==> src/ppu_pkg.sv <==
package ppu_pkg;

  // bus widths
  parameter int ADDR_W = 32;
  parameter int DATA_W = 32;
  parameter int BE_W   = DATA_W / 8;

  // address map, bounds are inclusive
  parameter logic [ADDR_W-1:0] IRAM_START = 32'h0000_0000;
  parameter logic [ADDR_W-1:0] IRAM_END   = 32'h000F_FFFF;
  parameter logic [ADDR_W-1:0] DRAM_START = 32'h3000_0000;
  parameter logic [ADDR_W-1:0] DRAM_END   = 32'h3000_FFFF;
  parameter logic [ADDR_W-1:0] GPIO_START = 32'h1A10_0000;
  parameter logic [ADDR_W-1:0] GPIO_END   = 32'h1A11_FFFF;

  // gpio register indices, word granular
  parameter logic [3:0] GPIO_REG_OUT = 4'd0;
  parameter logic [3:0] GPIO_REG_DIR = 4'd1;
  parameter logic [3:0] GPIO_REG_IN  = 4'd2;

  // target of a decoded access
  typedef enum logic [1:0] {
    SEL_IRAM,
    SEL_DRAM,
    SEL_GPIO,
    SEL_NONE
  } slave_sel_e;

  // one address word, seen either by a ram or by a register block
  typedef union packed {
    struct packed {
      logic [19:0] high;
      logic [9:0]  word_idx;
      logic [1:0]  byte_off;
    } ram;
    struct packed {
      logic [19:0] high;
      logic [5:0]  unused;
      logic [3:0]  reg_idx;
      logic [1:0]  byte_off;
    } regs;
  } bus_addr_u;

endpackage

==> src/bus_node.sv <==
`timescale 1ns/1ps

module bus_node (
  input  logic                       clk_i,
  input  logic                       reset_i,

  // core master
  input  logic                       core_req_i,
  input  logic [ppu_pkg::ADDR_W-1:0] core_addr_i,
  input  logic                       core_we_i,
  input  logic [ppu_pkg::BE_W-1:0]   core_be_i,
  input  logic [ppu_pkg::DATA_W-1:0] core_wdata_i,
  output logic                       core_done_o,
  output logic                       core_err_o,
  output logic [ppu_pkg::DATA_W-1:0] core_rdata_o,

  // debug master
  input  logic                       dbg_req_i,
  input  logic [ppu_pkg::ADDR_W-1:0] dbg_addr_i,
  input  logic                       dbg_we_i,
  input  logic [ppu_pkg::BE_W-1:0]   dbg_be_i,
  input  logic [ppu_pkg::DATA_W-1:0] dbg_wdata_i,
  output logic                       dbg_done_o,
  output logic                       dbg_err_o,
  output logic [ppu_pkg::DATA_W-1:0] dbg_rdata_o,

  // slave side
  output logic                       iram_sel_o,
  output logic                       dram_sel_o,
  output logic                       gpio_sel_o,
  output logic [ppu_pkg::ADDR_W-1:0] slv_addr_o,
  output logic                       slv_we_o,
  output logic [ppu_pkg::BE_W-1:0]   slv_be_o,
  output logic [ppu_pkg::DATA_W-1:0] slv_wdata_o,
  input  logic [ppu_pkg::DATA_W-1:0] iram_rdata_i,
  input  logic [ppu_pkg::DATA_W-1:0] dram_rdata_i,
  input  logic [ppu_pkg::DATA_W-1:0] gpio_rdata_i
);

  localparam logic [1:0] ST_IDLE    = 2'd0;
  localparam logic [1:0] ST_ACCESS  = 2'd1;
  localparam logic [1:0] ST_RESPOND = 2'd2;

  logic [1:0]                 state_q;
  logic                       rr_dbg_q;
  logic                       gnt_dbg_q;
  ppu_pkg::slave_sel_e        target_q;
  logic [ppu_pkg::ADDR_W-1:0] addr_q;
  logic                       we_q;
  logic [ppu_pkg::BE_W-1:0]   be_q;
  logic [ppu_pkg::DATA_W-1:0] wdata_q;

  logic                       accept;
  logic                       pick_dbg;
  logic [ppu_pkg::ADDR_W-1:0] req_addr;
  ppu_pkg::slave_sel_e        req_target;
  logic [ppu_pkg::DATA_W-1:0] resp_data;
  logic                       resp_valid;
  logic                       resp_err;

  function automatic ppu_pkg::slave_sel_e decode(input logic [ppu_pkg::ADDR_W-1:0] addr);
    if (addr >= ppu_pkg::IRAM_START && addr <= ppu_pkg::IRAM_END)
      return ppu_pkg::SEL_IRAM;
    if (addr >= ppu_pkg::DRAM_START && addr <= ppu_pkg::DRAM_END)
      return ppu_pkg::SEL_DRAM;
    if (addr >= ppu_pkg::GPIO_START && addr <= ppu_pkg::GPIO_END)
      return ppu_pkg::SEL_GPIO;
    return ppu_pkg::SEL_NONE;
  endfunction

  // round robin pointer only matters on contention
  assign pick_dbg   = (core_req_i && dbg_req_i) ? rr_dbg_q : dbg_req_i;
  assign accept     = (state_q == ST_IDLE) && (core_req_i || dbg_req_i);
  assign req_addr   = pick_dbg ? dbg_addr_i : core_addr_i;
  assign req_target = decode(req_addr);

  always_ff @(posedge clk_i) begin
    if (reset_i) begin
      state_q   <= ST_IDLE;
      rr_dbg_q  <= 1'b0;
      gnt_dbg_q <= 1'b0;
      target_q  <= ppu_pkg::SEL_NONE;
    end else begin
      case (state_q)
        ST_IDLE: begin
          if (accept) begin
            state_q   <= ST_ACCESS;
            gnt_dbg_q <= pick_dbg;
            // hand priority to the other master
            rr_dbg_q  <= ~pick_dbg;
            target_q  <= req_target;
          end
        end
        ST_ACCESS: state_q <= ST_RESPOND;
        default:   state_q <= ST_IDLE;
      endcase
    end
  end

  // request payload of the granted master
  always_ff @(posedge clk_i) begin
    if (accept) begin
      addr_q  <= req_addr;
      we_q    <= pick_dbg ? dbg_we_i : core_we_i;
      be_q    <= pick_dbg ? dbg_be_i : core_be_i;
      wdata_q <= pick_dbg ? dbg_wdata_i : core_wdata_i;
    end
  end

  assign iram_sel_o  = (state_q == ST_ACCESS) && (target_q == ppu_pkg::SEL_IRAM);
  assign dram_sel_o  = (state_q == ST_ACCESS) && (target_q == ppu_pkg::SEL_DRAM);
  assign gpio_sel_o  = (state_q == ST_ACCESS) && (target_q == ppu_pkg::SEL_GPIO);
  assign slv_addr_o  = addr_q;
  assign slv_we_o    = we_q;
  assign slv_be_o    = be_q;
  assign slv_wdata_o = wdata_q;

  // unmapped target reads as zero
  always_comb begin
    case (target_q)
      ppu_pkg::SEL_IRAM: resp_data = iram_rdata_i;
      ppu_pkg::SEL_DRAM: resp_data = dram_rdata_i;
      ppu_pkg::SEL_GPIO: resp_data = gpio_rdata_i;
      default:           resp_data = '0;
    endcase
  end

  assign resp_valid = (state_q == ST_RESPOND);
  assign resp_err   = resp_valid && (target_q == ppu_pkg::SEL_NONE);

  assign core_done_o  = resp_valid && !gnt_dbg_q;
  assign core_err_o   = resp_err && !gnt_dbg_q;
  assign core_rdata_o = resp_data;
  assign dbg_done_o   = resp_valid && gnt_dbg_q;
  assign dbg_err_o    = resp_err && gnt_dbg_q;
  assign dbg_rdata_o  = resp_data;

  sel_onehot_a: assert property (@(posedge clk_i) disable iff (reset_i)
    $onehot0({iram_sel_o, dram_sel_o, gpio_sel_o}));

  done_single_a: assert property (@(posedge clk_i) disable iff (reset_i)
    !(core_done_o && dbg_done_o));

endmodule

==> config.mk <==
export PLATFORM = sky130hd
export DESIGN_NAME = bus_node
export DESIGN_NICKNAME = d
export VERILOG_FILES = /design/src/ppu_pkg.sv /design/src/bus_node.sv
export SDC_FILE = /design/constraint.sdc
export NUM_CORES = 1
export LEC_CHECK = 0
export ABC_AREA = 1
export BUFFER_PORTS_ARGS = -buffer_cell sky130_fd_sc_hd__buf_2
export CAP_MARGIN = 20
export CORE_AREA = 4 4 145 147
export CTS_CLUSTER_DIAMETER = 60
export DETAILED_ROUTE_END_ITERATION = 12
export DIE_AREA = 0 0 149 151
export PLACE_DENSITY = 0.64
export SYNTH_ARGS = -nofsm -noshare
export SYNTH_HDL_FRONTEND = slang
export SYNTH_SLANG_ARGS = --single-unit
export TNS_END_PERCENT = 30
==> constraint.sdc <==
create_clock -name clk_i -period 5.75 [get_ports clk_i]
set_clock_uncertainty 0.05 [all_clocks]
set_input_delay 0.2875 -clock clk_i [delete_from_list [all_inputs] [get_ports clk_i]]
set_output_delay 0.2875 -clock clk_i [all_outputs]
set_load 0.02 [all_outputs]
# Word-level counts from Yosys, hierarchy flattened
# Index checks and enable logic that the tools add are counted.
[word_totals] out_inout_bits=140 memories=0 regBits=75 latch_bits=0 inputBits=238 mem_bits_rw=0 romBits=0
[classes] mux=20 n_mul=0 div_mod_pow=0 addsub=0 eq_ne=6 n_shift=0 reduce_logical=18 bitwise=1 order_cmp=6
[ops] operator="$pmux 32 s3" count=1
[ops] operator="$mux 32" count=2
[ops] operator="$ge 32x1->1 const B" count=1
[ops] operator="$ge 32x29->1 const B" count=1
[ops] operator="$ge 32x30->1 const B" count=1
[ops] operator="$le 32x20->1 const B" count=1
[ops] operator="$le 32x29->1 const B" count=1
[ops] operator="$le 32x30->1 const B" count=1
[ops] operator="$mux 2" count=7
[ops] operator="$logic_and 1x1->1" count=13
[ops] operator="$mux 1" count=8
[ops] operator="$eq 2x2->1 const B" count=3
[ops] operator="$eq 2x1->1 const B" count=2
[ops] operator="$logic_not 2->1" count=2
[ops] operator="$mux 4" count=1
[ops] operator="$pmux 2 s2" count=1
[ops] operator="$ne 2x2->1 const B" count=1
[ops] operator="$reduce_and 2->1" count=1
[ops] operator="$logic_not 1->1" count=1
[ops] operator="$logic_or 1x1->1" count=1
[ops] operator="$not 1->1" count=1

# Longest topological paths before layout
[logic_depth] depth_word=12 ltp_mapped=12 depth_no_buf=11

# Worst setup path after synthesis
# OpenSTA, ideal clock, no wires.
[synth_timing] path_kind="input -> register" from="in dbg_req_i" to="reg addr_q (netlist bit slv_addr_o[0]) (enable)" t_arrival_ns=1.998 required_ns=5.276 slack_ns=3.278 path_stages=3 path_cell_list="buf_4 > o21ai_1 > inv_1"
[synth_between] elab_chain_len=2
[synth_rtl] item="from (decl)" line_no="bus_node.sv:18" rtl="input logic dbg_req_i,"
[synth_rtl] item="$logic_or 1x1->1" line_no="bus_node.sv:73" rtl="assign accept = (state_q == ST_IDLE) && (core_req_i || dbg_req_i);"
[synth_rtl] item="$logic_and 1x1->1" line_no="bus_node.sv:73"
[synth_rtl] item="named net accept" line_no="bus_node.sv:53" rtl="logic accept;"
[synth_rtl] item="to (signal assigned)" line_no="bus_node.sv:103" rtl="addr_q <= req_addr;"
[synth_rtl] item="to (decl)" line_no="bus_node.sv:48" rtl="logic [ppu_pkg::ADDR_W-1:0] addr_q;"
# The timed path passes the listed nets, and every way through them passes these cells.
# A chain may end at the register's enable or synchronous reset.

# Worst setup path in the final report
[layout_timing] from="reg rr_dbg_q" to="reg target_q[1]"
[layout_between] elab_chain_len=10 word_cells_on_any_way=22
[layout_rtl] item="from (decl)" line_no="bus_node.sv:45" rtl="logic rr_dbg_q;"
[layout_rtl] item="from (signal assigned)" line_no="bus_node.sv:90" rtl="rr_dbg_q <= ~pick_dbg;"
[layout_rtl] item="$mux 1 *" line_no="bus_node.sv:72" rtl="assign pick_dbg = (core_req_i && dbg_req_i) ? rr_dbg_q : dbg_req_i;"
[layout_rtl] item="$mux 32 *" line_no="bus_node.sv:74" rtl="assign req_addr = pick_dbg ? dbg_addr_i : core_addr_i;"
[layout_rtl] item="named net req_addr (one bit)" line_no="bus_node.sv:55" rtl="logic [ppu_pkg::ADDR_W-1:0] req_addr;"
[layout_rtl] item="$ge 32x29->1 / $le 32x29->1 (equally long branches)" line_no="bus_node.sv:66" rtl="if (addr >= ppu_pkg::GPIO_START && addr <= ppu_pkg::GPIO_END)"
[layout_rtl] item="$logic_and 1x1->1" line_no="bus_node.sv:66"
[layout_rtl] item="$mux 1 (2 in a row)" line_no="bus_node.sv:66"
[layout_rtl] item="$mux 1" line_no="bus_node.sv:64" rtl="if (addr >= ppu_pkg::DRAM_START && addr <= ppu_pkg::DRAM_END)"
[layout_rtl] item="$mux 2" line_no="bus_node.sv:68" rtl="return ppu_pkg::SEL_NONE;"
[layout_rtl] item="$mux 2" line_no="bus_node.sv:66"
[layout_rtl] item="$mux 2 *" line_no="bus_node.sv:64"
[layout_rtl] item="to (signal assigned)" line_no="bus_node.sv:82" rtl="target_q <= ppu_pkg::SEL_NONE;"
[layout_rtl] item="to (signal assigned)" line_no="bus_node.sv:91" rtl="target_q <= req_target;"
[layout_rtl] item="to (decl)" line_no="bus_node.sv:47" rtl="ppu_pkg::slave_sel_e target_q;"
# Mark *: on every way through the listed nets, which the timed path passes. The rest lies on a longest branch. The select of a mux whose other input is x is not followed.

==> out/summary.md <==
## Outcome
* result of the run: complete, no violations

## Yosys
* cell type contributing the most total cell area after synthesis: edfxtp_1
* Adder-Cell Fraction of Synth Area: 0%
* biggest area contributors in the synthesized netlist: edfxtp_1 (46%), nand2_1 (18%), buf_4 (5.5%)
* synthesized-area fraction occupied by ao, oa, aoi and oai cells: 7.113%
* unique cell type count in the Yosys netlist: 28
* number of standard cells after synthesis: 551
* fraction of synthesized area in multiplexers: 0%
* mean instance size in the synthesized netlist: 8.173 um^2
* Yosys reg bits: 75
* Syn Nets: 789
* cell area after synthesis: 4503 um^2
* largest family of logic cells by synthesized area: simple AND/OR/NAND/NOR gates
* sequential fraction of the synthesis area: 48.68%
* simple-gate area share of the yosys netlist: 30.15%
* post-synthesis share of cell area spent on xor and xnor gates: 0%
* Yosys warning count: 0
* Synth top area share: 46.01%

## Route
* WL per Instance: 14.29 um
* detailed-route DRC error count: 0
* final wirelength: 16530 um
* iteration count of the initial detailed-routing pass: 5
* per-cell via count in the routed design: 4.190
* initial DRC count: 271
* count of vias placed by the detailed router: 4848
* post-route antenna net violation count: 0

## Power
* PD cells: 270.2 nW/um^2
* leakage dissipation: 3.594 nW
* Max VDD drop: 120.2 uV

## Timing
* share of the clock period used by the worst path: 46.69%
* relative max-transition margin: 37.94%
* Slew Limit Fails: 0
* number of setup violations in the final report: 0
* final critical delay including setup and external delays: 2.685 ns
* final setup TNS: 0 ns
* setup slack after layout: 3.065 ns
* Achievable Freq: 372.5 MHz
* slew at the pin with the worst max-slew slack: 0.9309 ns
* RSZ-0062 raised after global routing: no
* hold violation count in the final report: 0

## Setup path
* RR Startpoint: rr_dbg_q
* maximum cell stage delay along the critical path: 0.89 ns
* r2r endpoint: target_q[1]
* Critical Setup Path Class: reg -> reg
* Data required, critical path: 5.97 ns
* Bufs and invs on worst path: 2
* Reg2Reg Depth: 10
* nature of the critical path startpoint: flip-flop
* Crit path max-delay family: simple AND/OR/NAND/NOR gates
* endpoint class of the critical path: flip-flop
* master of the slowest instance on the critical path: inv_2
* arrival time reported for the critical path endpoint: 2.91 ns
* critical path's most frequent cell: nand2_1
* reg-to-reg slack, setup: 3.07 ns
* cells along the critical path: inv_2, nand2_2, nand2_4, inv_2, nand2_1, nand2_1, nor2_1, nand3_1, nand3_1, nand2_1
* maximum fanout count along the critical path: 77

## Global route
* first-pass GRT wire length: 22950 um
* antenna violations before repair: 0
* met1 usage in global routing: 16.58%
* final global-route overflow total: 0
* met3 usage in global routing: 3.980%
* maximum number of pins on one net before global-route repair: 78
* overall global routing resource usage: 13.13%
* met2 routing resource usage after global routing: 21.54%
* number of global-route vias before repair: 4374
* Most Used Layer, Global Route: met2

## Job
* max capacitance violation total: 0

## Worst hold path
* min-delay src: reset_i
* endpoint of the worst hold-timing path: gnt_dbg_q
* kind of path behind the tightest hold check: in -> reg
* cell depth of the worst hold path: 2

## CTS
* clock transition at the registers of the reported paths: 0.06 ns
* number of instances resized during post-cts repair: 0
* number of clock sinks: 75
* number of buffers added for setup after CTS: 0
* hold buffers post-CTS: 0
* CTS Buffer Depth: 2
* H-Tree Depth: 3
* number of buffers created by CTS: 9
* cell chosen for the clock root: clkbuf_16
* clock latency on the worst-skew pair: 0.33 ns
* TritonCTS clock tree: built

## Placed design
* buffers added on ports: 377
* placer's final routability congestion estimate: 0.7867
* Post-DP HPWL: 13360 um
* worst slack after detailed placement: 2.900 ns

## Floorplanning
* width of the chip: 149 um
* standard-cell rows: 52
* die area: 22500 um^2
* starting utilization of the core area: 22.62%
* area of the core: 19910 um^2
* die extent in y: 151 um
* number of top-level pins: 378

## Final layout
* number of diodes: 0
* area delta synth->final: 48.40%
* final net count: 1120
* share of final-layout standard cells stronger than drive strength 1: 47.80%

## layer usage
layer | up-vias | wire length, um
li1 | 2416 | -
met1 | 2127 | 6659
met2 | 273 | 7774
met3 | 32 | 1749
met4 | 0 | 348
met5 | - | 0
## report_power, final
part / switching [mW] / internal [mW]
logic: 0.355 / 0.182
registers: 0.0159 / 0.679
clock network: 0.232 / 0.342
## registers in the layout, summed over array words and instances (netlist names)
name         cells
rr_dbg_q         1
slv_be_o         4
slv_wdata_o     32
target_q         2
gnt_dbg_q        1
slv_we_o         1
state_q          2
slv_addr_o      32
## cell usage in the layout (no fill, tap or decap)
cell type / n
edfxtp_1: 69
nand4_1: 1
nor3_2: 1
nor2_4: 1
inv_8: 1
o211ai_1: 32
clkbuf_1: 1
or2_2: 1
inv_2: 6
buf_4: 2
buf_2: 377
buf_16: 1
buf_8: 1
nand3b_4: 1
nor3_1: 3
a21oi_1: 4
nand4_2: 1
nand3_1: 45
inv_1: 54
nor2_2: 1
o21ai_4: 2
bufinv_16: 1
clkinvlp_4: 2
nand2_1: 220
clkinv_4: 1
nand2_2: 8
or2_1: 1
nor2_1: 18
dfxtp_1: 6
nand2_4: 6
o21ai_1: 4
clkbuf_16: 9
a211oi_1: 1
nand3b_1: 4
inv_6: 1
## Yosys cell counts (all sizes together)
cell type,n
a211oi,1
a21oi,4
buf,50
clkbuf,11
dfxtp,6
edfxtp,69
inv,60
nand2,234
nand3,45
nand3b,5
nand4,2
nor2,20
nor3,4
o211ai,32
o21ai,6
or2,2
## per-stage QoR
step / power, mW / instances / utilization (%) / cell area, um^2 / hold WS, ns
4_1_cts: 1.838 / 1156 / 33.43 / 6655 / 0.1289
3_3_place_gp: 1.240 / 1139 / 31.83 / 6337 / 0.4145
5_1_grt: 1.912 / 1157 / 33.57 / 6683 / 0.1419
3_5_place_dp: 1.246 / 1140 / 31.91 / 6352 / 0.4177
2_1_floorplan: 1.052 / 551 / - / 4503 / 0.3099
6_report: 1.806 / 1157 / 33.57 / 6683 / 0.1454
## how the worst max path moves through the flow
| stage | start | to | slack, ns | depth (start not counted) |
|---|---|---|---|---|
| floorplan | dbg_req_i | slv_addr_o[0] | 3.28 | 3 |
| global placement | core_req_i | target_q[1] | 2.93 | 10 |
| detailed placement | core_req_i | target_q[1] | 2.90 | 10 |
| CTS | target_q[1] | core_rdata_o[2] | 2.73 | 4 |
| global route | rr_dbg_q | target_q[1] | 2.72 | 10 |
| finish | rr_dbg_q | target_q[1] | 3.07 | 10 |
## kinds of logic after synthesis
group	after synthesis
AOI/OAI and AO/OA	43
buffers and inverters	121
DFF	75
and+or+nand+nor	312
## cell type report
cell class                      instances  area, um^2
Clock buffer                           10       229.0
Clock inverter                          6       73.82
Fill cell                            2094       13230
Inverter                               60       225.2
Multi-Input combinational cell        355        1680
Sequential cell                        75        2192
Tap cell                              270       337.8
Timing Repair Buffer                  381        1944
(Power assumes the default switching activity.)
