**config.mk**
```make
export PLATFORM = sky130hd
export DESIGN_NAME = gpio_regs
export DESIGN_NICKNAME = d
export VERILOG_FILES = /design/src/ppu_pkg.sv /design/src/gpio_regs.sv
export SDC_FILE = /design/constraint.sdc
export NUM_CORES = 1
export LEC_CHECK = 0
export BUFFER_PORTS_ARGS = -buffer_cell sky130_fd_sc_hd__buf_4
export CELL_PAD_IN_SITES_DETAIL_PLACEMENT = 0
export CELL_PAD_IN_SITES_GLOBAL_PLACEMENT = 2
export CORE_ASPECT_RATIO = 1.5
export CORE_MARGIN = 4
export CORE_UTILIZATION = 31
export CTS_CLUSTER_SIZE = 8
export DETAILED_ROUTE_END_ITERATION = 6
export GPL_TIMING_DRIVEN = 0
export PLACE_DENSITY = 0.83
export SLEW_MARGIN = 40
export SYNTH_ARGS = -nofsm -noshare
export SYNTH_HDL_FRONTEND = slang
export SYNTH_SLANG_ARGS = --single-unit
```
**constraint.sdc**
```tcl
create_clock -name clk_i -period 2.3 [get_ports clk_i]
set_clock_uncertainty 0.2 [all_clocks]
set_input_delay 0.69 -clock clk_i [delete_from_list [all_inputs] [get_ports clk_i]]
set_output_delay 0.69 -clock clk_i [all_outputs]
set_load 0.02 [all_outputs]
```
**src/ppu_pkg.sv**
```systemverilog
package ppu_pkg;

  // bus widths
  parameter int ADDR_W = 32;
  parameter int DATA_W = 32;
  parameter int BE_W   = DATA_W / 8;

  // address map, bounds are inclusive
  parameter logic [ADDR_W-1:0] IRAM_START = 32'h0000_0000;
  parameter logic [ADDR_W-1:0] IRAM_END   = 32'h000F_FFFF;
  parameter logic [ADDR_W-1:0] DRAM_START = 32'h3000_0000;
  parameter logic [ADDR_W-1:0] DRAM_END   = 32'h3000_FFFF;
  parameter logic [ADDR_W-1:0] GPIO_START = 32'h1A10_0000;
  parameter logic [ADDR_W-1:0] GPIO_END   = 32'h1A11_FFFF;

  // gpio register indices, word granular
  parameter logic [3:0] GPIO_REG_OUT = 4'd0;
  parameter logic [3:0] GPIO_REG_DIR = 4'd1;
  parameter logic [3:0] GPIO_REG_IN  = 4'd2;

  // target of a decoded access
  typedef enum logic [1:0] {
    SEL_IRAM,
    SEL_DRAM,
    SEL_GPIO,
    SEL_NONE
  } slave_sel_e;

  // one address word, seen either by a ram or by a register block
  typedef union packed {
    struct packed {
      logic [19:0] high;
      logic [9:0]  word_idx;
      logic [1:0]  byte_off;
    } ram;
    struct packed {
      logic [19:0] high;
      logic [5:0]  unused;
      logic [3:0]  reg_idx;
      logic [1:0]  byte_off;
    } regs;
  } bus_addr_u;

endpackage

```
**src/gpio_regs.sv**
```systemverilog
`timescale 1ns/1ps

module gpio_regs (
  input  logic                       clk_i,
  input  logic                       reset_i,
  input  logic                       sel_i,
  input  logic                       we_i,
  input  logic [ppu_pkg::BE_W-1:0]   be_i,
  input  ppu_pkg::bus_addr_u         addr_i,
  input  logic [ppu_pkg::DATA_W-1:0] wdata_i,
  output logic [ppu_pkg::DATA_W-1:0] rdata_o,
  input  logic [ppu_pkg::DATA_W-1:0] gpio_in_i,
  output logic [ppu_pkg::DATA_W-1:0] gpio_out_o,
  output logic [ppu_pkg::DATA_W-1:0] gpio_dir_o
);

  logic [ppu_pkg::DATA_W-1:0] out_q;
  logic [ppu_pkg::DATA_W-1:0] dir_q;
  logic [ppu_pkg::DATA_W-1:0] in_meta_q;
  logic [ppu_pkg::DATA_W-1:0] in_sync_q;
  logic                       wr_out;
  logic                       wr_dir;

  assign wr_out = sel_i && we_i && (addr_i.regs.reg_idx == ppu_pkg::GPIO_REG_OUT);
  assign wr_dir = sel_i && we_i && (addr_i.regs.reg_idx == ppu_pkg::GPIO_REG_DIR);

  always_ff @(posedge clk_i) begin
    if (reset_i) begin
      out_q <= '0;
      dir_q <= '0;
    end else begin
      for (int b = 0; b < ppu_pkg::BE_W; b++) begin
        if (wr_out && be_i[b]) begin
          out_q[8*b +: 8] <= wdata_i[8*b +: 8];
        end
        if (wr_dir && be_i[b]) begin
          dir_q[8*b +: 8] <= wdata_i[8*b +: 8];
        end
      end
    end
  end

  // two flop synchroniser on the pins
  always_ff @(posedge clk_i) begin
    in_meta_q <= gpio_in_i;
    in_sync_q <= in_meta_q;
  end

  always_ff @(posedge clk_i) begin
    if (sel_i) begin
      case (addr_i.regs.reg_idx)
        ppu_pkg::GPIO_REG_OUT: rdata_o <= out_q;
        ppu_pkg::GPIO_REG_DIR: rdata_o <= dir_q;
        ppu_pkg::GPIO_REG_IN:  rdata_o <= in_sync_q;
        default:               rdata_o <= '0;
      endcase
    end
  end

  assign gpio_out_o = out_q;
  assign gpio_dir_o = dir_q;

endmodule

```
# Word-level counts from Yosys, hierarchy flattened
# Index checks and enable logic that the tools add are counted.
# totals
output_inout_bits	96
input_bits	104
reg_bits	160
word_cells	26
# op_classes
n_eq_ne	2
mux	1
n_reduce_logical	12
# op_table
op	count
case mux 32 bit (3 select lines)	1
logical AND 1 bit	11
== test 4 x 1 -> 1 bit (second input constant)	1
== test 4 x 2 -> 1 bit (second input constant)	1
zero test 4 bit	1

# Depth between registers and ports, before layout
# Gate-level depths: netlist (run 1).
# logic_depth
depth_word	3
ltp_mapped	5
mapped_depth_nobuf	3

# Worst setup path before layout (run 1)
# No wires, ideal clock.
# synth_path
path_type	input to register
start	in addr_i[2] in the netlist's numbering
end	reg rdata_o[0] in the netlist's numbering (data pin)
stages	5
n_path_buf	2
arrival_ns	1.655
setup_time_ns	0.130
slack_ns	0.315
cell_sequence	buf_2 -> nor4_2 -> buf_6 -> a222oi_1 -> inv_1
# synth_between
elab_chain_len	2
# synth_rtl
element	line	text
start: declaration	gpio_regs.sv:9	input ppu_pkg::bus_addr_u addr_i,
== test 4 x 2 -> 1 bit, or another cell as far along	gpio_regs.sv:51	case (addr_i.regs.reg_idx)
case mux 32 bit (3 select lines) *	gpio_regs.sv:51	
end signal: assignment	gpio_regs.sv:52	ppu_pkg::GPIO_REG_OUT: rdata_o <= out_q;
end signal: assignment	gpio_regs.sv:53	ppu_pkg::GPIO_REG_DIR: rdata_o <= dir_q;
end signal: assignment	gpio_regs.sv:54	ppu_pkg::GPIO_REG_IN: rdata_o <= in_sync_q;
end: declaration	gpio_regs.sv:11	output logic [ppu_pkg::DATA_W-1:0] rdata_o,
# Every way passes the cells marked *; elsewhere a longest branch is shown, timed or not.
# A chain may end at the register's enable or synchronous reset.

# Worst setup path in the final report (run 1)
# layout_path
start	in addr_i[2] in the netlist's numbering
end	reg rdata_o[9] in the netlist's numbering (data pin)
# Same word-level chain as after synthesis.

==> results of run 1 <==
==> state kept, by name, indices dropped and copies added, names as in the netlist <==
name        cells
gpio_dir_o     32
in_meta_q      32
in_sync_q      32
gpio_out_o     32
rdata_o        32
==> synth_stat cells, types with 3 or more instances <==
cell,count
buf_4,5
nand2b_1,72
a222oi_1,32
or3b_2,3
o21ai_0,21
buf_6,4
a21oi_1,24
nand4b_1,4
mux2i_1,40
inv_1,32
nand4_1,24
o21ai_1,3
clkbuf_1,16
dfxtp_1,128
buf_2,14
edfxtp_1,32
==> cells by family (layout without fill, tap and decap cells) <==
logic type | after synthesis | count (layout) | share of synthesized area
DFF | 160 | 160 | 0.634
and+or+nand+nor | 110 | 110 | 0.133
AOI/OAI and AO/OA | 80 | 80 | 0.101
buffers and inverters | 71 | 270 | 0.0599
muxes | 40 | 40 | 0.0720
==> area by class of cell <==
type                    instances  area, sq um
fillers                      1640         9860
clock buffers                  20          447
clock inverters                12          108
well taps                     213          267
flip-flops and latches        160         3520
plain buffers                  39          213
multi-input cells             230         1710
repair buffers                167         1250
inverters                      32          120
==> worst max-delay path by stage <==
stage / from / to / slack [ns] / cells past startpoint
final: addr_i[2] / rdata_o[9] / 0.20 / 6
after floorplan: addr_i[2] / rdata_o[0] / 0.32 / 5
after global placement: sel_i / gpio_out_o[22] / -0.29 / 5
after CTS: sel_i / gpio_out_o[8] / 0.1 / 5
after global routing: addr_i[2] / rdata_o[10] / 0.04 / 6
after detailed placement: sel_i / gpio_out_o[8] / -0.34 / 5
==> critical path, stage by stage <==
cell and delay, ns:
buf_4 0.12, buf_2 0.18, nor4b_2 0.56, buf_2 0.39
a222oi_1 0.15, inv_1 0.09
==> layout by cell type (no fill, tap or decap) <==
cell type   synthesis  layout
a222oi_1           32      32
nand4bb_2           0       1
clkinv_4            0       3
buf_2              14      14
and3_1              1       1
and4bb_2            1       1
a21oi_1            24      24
nor2_2              1       1
buf_4               5     172
nand4_1            24      24
nand4b_1            4       4
inv_1              32      32
or3b_2              3       3
nor4_2              1       1
clkbuf_1           16      18
inv_6               0       2
inv_4               0       2
nor4b_2             2       2
mux2i_1            40      40
clkinv_2            0       2
clkinvlp_4          0       1
bufinv_16           0       1
o21ai_0            21      21
edfxtp_1           32      32
clkbuf_8            0       1
clkinv_1            0       1
o21ai_1             3       3
nand2b_1           72      72
buf_6               4       4
dfxtp_1           128     128
clkbuf_16           0      17
==> where the power goes <==
| part | leakage [nW] | total (W) | internal (W) | switching, W |
|---|---|---|---|---|
| registers | 1.38 | 0.00298 | 0.00295 | 0.0000285 |
| logic | 1.86 | 0.000372 | 0.000174 | 0.000198 |
| clock network | 0.273 | 0.00265 | 0.00152 | 0.00113 |
| total | 3.52 | 0.00600 | 0.00465 | 0.00136 |
==> through the flow <==
step	instances	util	cell area (sq um)
after floorplan	461	-	5560
after global placement	841	0.405	7080
after detailed placement	841	0.405	7080
after CTS	873	0.436	7630
after global routing	873	0.437	7640
final	873	0.437	7640
==> routing by layer <==
layer / wire length (um) / vias up / share of wire
li1: - / 2035 / -
met1: 6420 / 2056 / 0.38
met2: 8930 / 173 / 0.53
met3: 1030 / 30 / 0.061
met4: 512 / 0 / 0.030
met5: 0 / - / 0
==> what timing repair did <==
action,4_1_cts,5_1_grt
resized for setup,0,1
setup endpoints to repair,0,4
hold endpoints to repair,0,0
==> results.sh, run 1 <==
export IMPL_start_util=0.318
export IMPL_detail_route_iter0_violations=356
export IMPL_finalSetupViolations=0
export IMPL_grtUsageMet3=0.0514
export IMPL_r2r_end="rdata_o[9]"
export IMPL_slew_headroom=0.518
export IMPL_ir_drop_mv=0.343
export IMPL_gr_max_usage_layer="met2"
export IMPL_wl_per_cell_um=19.3
export IMPL_die_area_sq_um=20200
export IMPL_synth_area_sq_um=5560
export IMPL_timing_final_hold_violations=0
export IMPL_place_gp_congestion=0.763
export IMPL_dr_pass1_iters=6
export IMPL_cp_data_required_time_ns=2.39
export IMPL_wirelength_um=16900
export IMPL_holdPathStages=0
export IMPL_drc=0
export IMPL_crit_path_end_kind="flip-flop"
export IMPL_preCtsSetupSlack_ns=-0.342
export IMPL_async_flop_share=0
export IMPL_hold_ws_ns=0.127
export IMPL_ys_top_cells_by_area="dfxtp_1 (46%), edfxtp_1 (17%), nand2b_1 (8.1%)"
export IMPL_yosys_area_top_type_share=0.461
export IMPL_drv_cap=0
export IMPL_grt_util_met1=0.180
export IMPL_antenna_found_initial=0
export IMPL_hold_path_class="flip-flop to flip-flop"
export IMPL_grt_pass1_wl_um=25700
export IMPL_synth_top_area_cell="dfxtp_1"
export IMPL_clockRootBuffer="clkbuf_16"
export IMPL_drv_slew=0
export IMPL_syn_area_per_cell_sq_um=12.1
export IMPL_r2r_slack_ns=1.08
export IMPL_fin_crit_ns=2.10
export IMPL_tritoncts="yes"
export IMPL_ant_nets=0
export IMPL_finalPower_w=0.00600
export IMPL_worst_pin_slew_ns=0.717
export IMPL_yosysWarnings=0
export IMPL_ys_types=22
export IMPL_p_per_area_nw_per_um2=786
export IMPL_die_height_um=172
export IMPL_cts_htree_levels=4
export IMPL_n_antenna_cell=0
export IMPL_drive_gt1_frac=0.345
export IMPL_ys_ff_latch=160
export IMPL_io_buffer_count=167
export IMPL_status="complete, no violations"
export IMPL_grt_pass1_vias=4487
export IMPL_synth_enable_flop_cells=32
export IMPL_cts_buffer_depth=2
export IMPL_synth_nets=565
export IMPL_rows=59
export IMPL_nets=751
export IMPL_r2r_start="gpio_dir_o[9]"
export IMPL_period_share=0.913
export IMPL_netlist_instances=461
export IMPL_path_max_fanout=10
export IMPL_reg2regPathDepth=2
export IMPL_overflow=0
export IMPL_die_x_um=117
export IMPL_fin_ws_ns=0.200
export IMPL_grt_usage=0.168
export IMPL_cellLeakagePower_nw=3.52
export IMPL_core_area_sq_um=17500
export IMPL_fmax_ghz=0.476
export IMPL_synth_main_ff_cell="dfxtp_1"
export IMPL_cp_start_kind="input pin"
export IMPL_dpl_hpwl_um=12400
export IMPL_ctsHoldBuffers=0
export IMPL_cts_sinks=160
export IMPL_syn2layout_area_growth_pct=37.4
export IMPL_worst_setup_path_type="input pin to flip-flop"
export IMPL_rsz0062_at_grt="no"
export IMPL_grt_max_degree=35
export IMPL_routed_via_density=4.92
export IMPL_yosysSeqAreaShare=0.634
export IMPL_clock_latency_ns=0.42
export IMPL_cts_buffers=17
export IMPL_ios=200
export IMPL_path_clk_slew_ns=0.06
export IMPL_grt_use_met2=0.306
export IMPL_worstPathArrival_ns=2.19
export IMPL_finalSetupTns_ns=0
export IMPL_cts_setup_buffers=0
export IMPL_min_from="in_meta_q[18]"
export IMPL_vias=4294
export IMPL_min_to="in_sync_q[18]"
No activity file was read; power rests on OpenSTA's default activity.
==> run 2, diff against run 1 <==
--- a/config.mk
+++ b/config.mk
@@ -13,7 +13,6 @@
 export CORE_UTILIZATION = 31
 export CTS_CLUSTER_SIZE = 8
 export DETAILED_ROUTE_END_ITERATION = 6
-export GPL_TIMING_DRIVEN = 0
 export PLACE_DENSITY = 0.83
 export SLEW_MARGIN = 40
 export SYNTH_ARGS = -nofsm -noshare
==> run 2 against run 1 <==
Wire length shrank 4.7%; clock-buffer cell count shrank 1; clock power grew 4%; via count shrank 2.0%; worst hold slack lost 0.0021 ns; utilization grew 0.62 points; die area is the same; sequential power is essentially flat; sequential cell count is the same; largest cell class unchanged; register-to-register slack gained 0.02 ns; combinational power grew 2%; sequential share of layout area shrank 0.64 points; highest routed layer unchanged.
==> results.sh, run 2 (same netlist as run 1, synthesis figures left out) <==
export IMPL_antenna_found_initial=1
export IMPL_wl_per_cell_um=18.7
export IMPL_place_gp_congestion=0.791
export IMPL_hold_path_class="flip-flop to flip-flop"
export IMPL_cts_htree_levels=4
export IMPL_wirelength_um=16100
export IMPL_finalSetupViolations=0
export IMPL_final_common_cell="buf_4"
export IMPL_start_util=0.318
export IMPL_overflow=0
export IMPL_cts_buffers=17
export IMPL_cp_cell_sequence="buf_4"
export IMPL_ir_drop_mv=0.428
export IMPL_routed_via_density=4.89
export IMPL_slew_headroom=0.747
export IMPL_cp_start_kind="flip-flop"
export IMPL_detail_route_iter0_violations=451
export IMPL_dr_pass1_iters=5
export IMPL_crit_path_end_kind="output pin"
export IMPL_rsz0062_at_grt="no"
export IMPL_fmax_ghz=0.533
export IMPL_drv_slew=0
export IMPL_critPathBufInv=1
export IMPL_status="complete, no violations"
export IMPL_ios=200
export IMPL_period_share=0.815
export IMPL_clockRootBuffer="clkbuf_16"
export IMPL_die_area_sq_um=20200
export IMPL_worst_pin_slew_ns=0.380
export IMPL_drv_cap=0
export IMPL_cts_resized_gates=0
export IMPL_dpl_hpwl_um=11100
export IMPL_die_x_um=117
export IMPL_ctsHoldBuffers=0
export IMPL_syn2layout_area_growth_pct=39.4
export IMPL_p_per_area_nw_per_um2=790
export IMPL_clock_latency_ns=0.42
export IMPL_cts_sinks=160
export IMPL_cts_setup_buffers=0
export IMPL_cts_buffer_depth=2
export IMPL_drive_gt1_frac=0.359
export IMPL_io_buffer_count=171
export IMPL_grt_pass1_vias=4473
export IMPL_fin_crit_ns=1.87
export IMPL_tritoncts="yes"
export IMPL_ant_nets=0
export IMPL_path_max_fanout=3
export IMPL_worst_setup_path_type="flip-flop to output pin"
export IMPL_utilization=0.443
export IMPL_drc=0
export IMPL_slowest_delay_ns=0.39
export IMPL_vias=4206
export IMPL_grt_pass1_wl_um=25000
export IMPL_timing_final_hold_violations=0
export IMPL_worstPathArrival_ns=0.98
export IMPL_rows=59
export IMPL_path_clk_slew_ns=0.06
export IMPL_cp_data_required_time_ns=1.41
export IMPL_final_cell_mix="buf_4 (186), dfxtp_1 (128), nand2b_1 (72)"
export IMPL_finalSetupTns_ns=0
export IMPL_cpLargestDelayFamily="flip-flops"
export IMPL_grt_max_degree=97
export IMPL_nets=737
export IMPL_die_height_um=172
export IMPL_grt_usage=0.160
export IMPL_cellLeakagePower_nw=3.55
export IMPL_slowest_stage="dfxtp_1"
export IMPL_core_area_sq_um=17500
## run 2: stage by stage
stage | total power, W | setup slack [ns] | hold slack, ns | std cells | area [sq um]
finish | 0.00612 | 0.425 | 0.124 | 860 | 7740
global route | 0.00636 | 0.376 | 0.131 | 860 | 7740
CTS | 0.00621 | 0.392 | 0.127 | 859 | 7740
detailed placement | 0.00342 | 0.143 | 0.112 | 827 | 7150
global placement | 0.00341 | 0.149 | 0.110 | 827 | 7150
floorplan | 0.00319 | 0.315 | 0.110 | 461 | 5560
## run 2: final timing paths
path	from	endpoint	slack, ns	depth (start not counted)
min	in_meta_q[3]	in_sync_q[3]	0.12	0
max	gpio_dir_o[14]	gpio_dir_o[14]	0.43	1
max reg2reg	gpio_dir_o[14]	rdata_o[14]	1.10	2
min reg2reg	in_meta_q[3]	in_sync_q[3]	0.12	0
## run 2: metal layers
layer	track usage	vias up	wire length [um]
li1	-	2004	-
met2	0.283	156	8270
met1	0.180	2025	6340
met5	0	-	0
met3	0.0435	21	1010
met4	0.0786	0	461
## run 2: area by class of cell
| cell class | instances | area, sq um |
|---|---|---|
| fillers | 1655 | 9750 |
| flip-flops and latches | 160 | 3520 |
| multi-input cells | 230 | 1730 |
| repair buffers | 192 | 1520 |
| clock buffers | 19 | 464 |
| well taps | 213 | 267 |
| clock inverters | 13 | 124 |
| inverters | 32 | 120 |
| diodes | 1 | 2.50 |
## run 2: power by group
part	internal (W)	total (W)	switching (W)	leakage (nW)
clock	0.00160	0.00276	0.00116	0.288
sequential	0.00295	0.00298	0.0000265	1.38
combinational	0.000183	0.000380	0.000197	1.88
==> run 3, diff against run 2 <==
==> constraint.sdc (replaced) <==
create_clock -name clk_i -period 1.8 [get_ports clk_i]
set_clock_uncertainty 0.2 [all_clocks]
set_input_delay 0.54 -clock clk_i [delete_from_list [all_inputs] [get_ports clk_i]]
set_output_delay 0.54 -clock clk_i [all_outputs]
set_load 0.02 [all_outputs]
==> run 3 against run 2 <==
Critical path depth is the same; global-route usage shrank 0.098 points; die area is the same; setup slack lost 0.37 ns; critical path type unchanged; critical endpoint is now gpio_dir_o[13]; largest power group unchanged.
==> results.sh, run 3 (same netlist as run 1, synthesis figures left out) <==
export IMPL_hold_path_class="input pin to flip-flop"
export IMPL_slew_headroom=0.562
export IMPL_cp_start_kind="flip-flop"
export IMPL_cp_cell_sequence="buf_4"
export IMPL_overflow=0
export IMPL_die_height_um=172
export IMPL_cp_data_required_time_ns=1.06
export IMPL_dpl_hpwl_um=12000
export IMPL_path_clk_slew_ns=0.07
export IMPL_n_antenna_cell=0
export IMPL_finalSetupViolations=0
export IMPL_clockRootBuffer="clkbuf_16"
export IMPL_nets=768
export IMPL_drv_cap=0
export IMPL_crit_path_end_kind="output pin"
export IMPL_die_x_um=117
export IMPL_min_from="gpio_in_i[28]"
export IMPL_cts_resized_gates=0
export IMPL_min_to="in_meta_q[28]"
export IMPL_grt_usage=0.159
export IMPL_core_area_sq_um=17500
export IMPL_tritoncts="yes"
export IMPL_fin_ws_ns=0.0581
export IMPL_timing_final_hold_violations=0
export IMPL_final_common_cell="buf_4"
export IMPL_cpLargestDelayFamily="flip-flops"
export IMPL_grt_pass1_vias=4635
export IMPL_path_max_fanout=3
export IMPL_grt_pass1_wl_um=25000
export IMPL_cts_setup_buffers=0
export IMPL_r2r_slack_ns=0.53
export IMPL_ant_nets=0
export IMPL_die_area_sq_um=20200
export IMPL_cts_buffers=17
export IMPL_r2r_start="gpio_dir_o[10]"
export IMPL_dr_pass1_iters=7
export IMPL_critPathBufInv=1
export IMPL_routed_via_density=4.95
export IMPL_cellLeakagePower_nw=3.69
export IMPL_rsz0062_at_grt="no"
export IMPL_start_util=0.318
export IMPL_detail_route_iter0_violations=400
export IMPL_clock_latency_ns=0.42
export IMPL_reg2regPathDepth=2
export IMPL_status="complete, no violations"
export IMPL_drive_gt1_frac=0.368
export IMPL_ir_drop_mv=0.503
export IMPL_r2r_end="rdata_o[10]"
export IMPL_drc=0
export IMPL_holdPathStages=1
export IMPL_fmax_ghz=0.574
export IMPL_place_gp_congestion=0.760
export IMPL_worst_pin_slew_ns=0.654
export IMPL_fin_crit_ns=1.74
export IMPL_p_per_area_nw_per_um2=990
export IMPL_slowest_delay_ns=0.41
export IMPL_wl_per_cell_um=18.5
export IMPL_preCtsSetupSlack_ns=-0.361
export IMPL_cts_htree_levels=4
export IMPL_syn2layout_area_growth_pct=43.8
export IMPL_utilization=0.457
export IMPL_period_share=0.968
export IMPL_drv_slew=0
export IMPL_worst_setup_path_type="flip-flop to output pin"
export IMPL_cts_buffer_depth=2
export IMPL_slowest_stage="dfxtp_1"
export IMPL_vias=4404
export IMPL_rows=59
export IMPL_antenna_found_initial=0
export IMPL_finalSetupTns_ns=0
export IMPL_worstPathArrival_ns=1.00
export IMPL_ios=200
export IMPL_final_cell_mix="buf_4 (205), dfxtp_1 (128), nand2b_1 (72)"
export IMPL_wirelength_um=16500
export IMPL_grt_max_degree=51
export IMPL_io_buffer_count=171
export IMPL_ctsHoldBuffers=4
export IMPL_cts_sinks=160
[run 3: power breakdown]
group	switching, W	leakage (nW)	internal (W)	total, W
logic	0.000259	2.03	0.000270	0.000529
registers	0.0000359	1.38	0.00377	0.00381
clock network	0.00151	0.284	0.00207	0.00358
total	0.00181	3.69	0.00611	0.00791
[run 3: layout make-up]
type | count | area (sq um)
fill | 1607 | 9500
tap | 213 | 267
timing repair buffer | 223 | 1770
clock inverter | 14 | 155
inverter | 32 | 120
clock buffer | 18 | 429
multi-input combinational | 230 | 1730
sequential | 160 | 3520
[run 3: through the flow]
| stage | instance area, sq um | cells | hold slack [ns] | power (W) |
|---|---|---|---|---|
| 6_report | 7990 | 890 | 0.0188 | 0.00791 |
| 5_1_grt | 7990 | 890 | 0.000406 | 0.00821 |
| 4_1_cts | 7900 | 881 | 0.000427 | 0.00799 |
| 3_5_place_dp | 7280 | 845 | 0.112 | 0.00439 |
| 3_3_place_gp | 7280 | 845 | 0.110 | 0.00438 |
| 2_1_floorplan | 5580 | 461 | 0.110 | 0.00408 |
[run 3: how the worst max path moves through the flow]
stage / slack (ns) / start / endpoint / depth (start not counted)
6_report: 0.06 / gpio_dir_o[13] / gpio_dir_o[13] / 1
5_1_grt: 0.02 / gpio_dir_o[13] / gpio_dir_o[13] / 1
4_1_cts: 0.05 / rdata_o[8] / rdata_o[8] / 1
3_5_place_dp: -0.36 / addr_i[3] / rdata_o[18] / 5
3_3_place_gp: -0.33 / addr_i[3] / rdata_o[23] / 5
2_1_floorplan: -0.005 / addr_i[2] / gpio_out_o[17] / 5
[run 3: routing by layer]
metal,vias up,track usage,share of wire
li1,2066,-,-
met1,2151,0.174,0.39
met2,161,0.291,0.53
met3,26,0.0409,0.054
met4,0,0.0745,0.027
met5,-,0,0
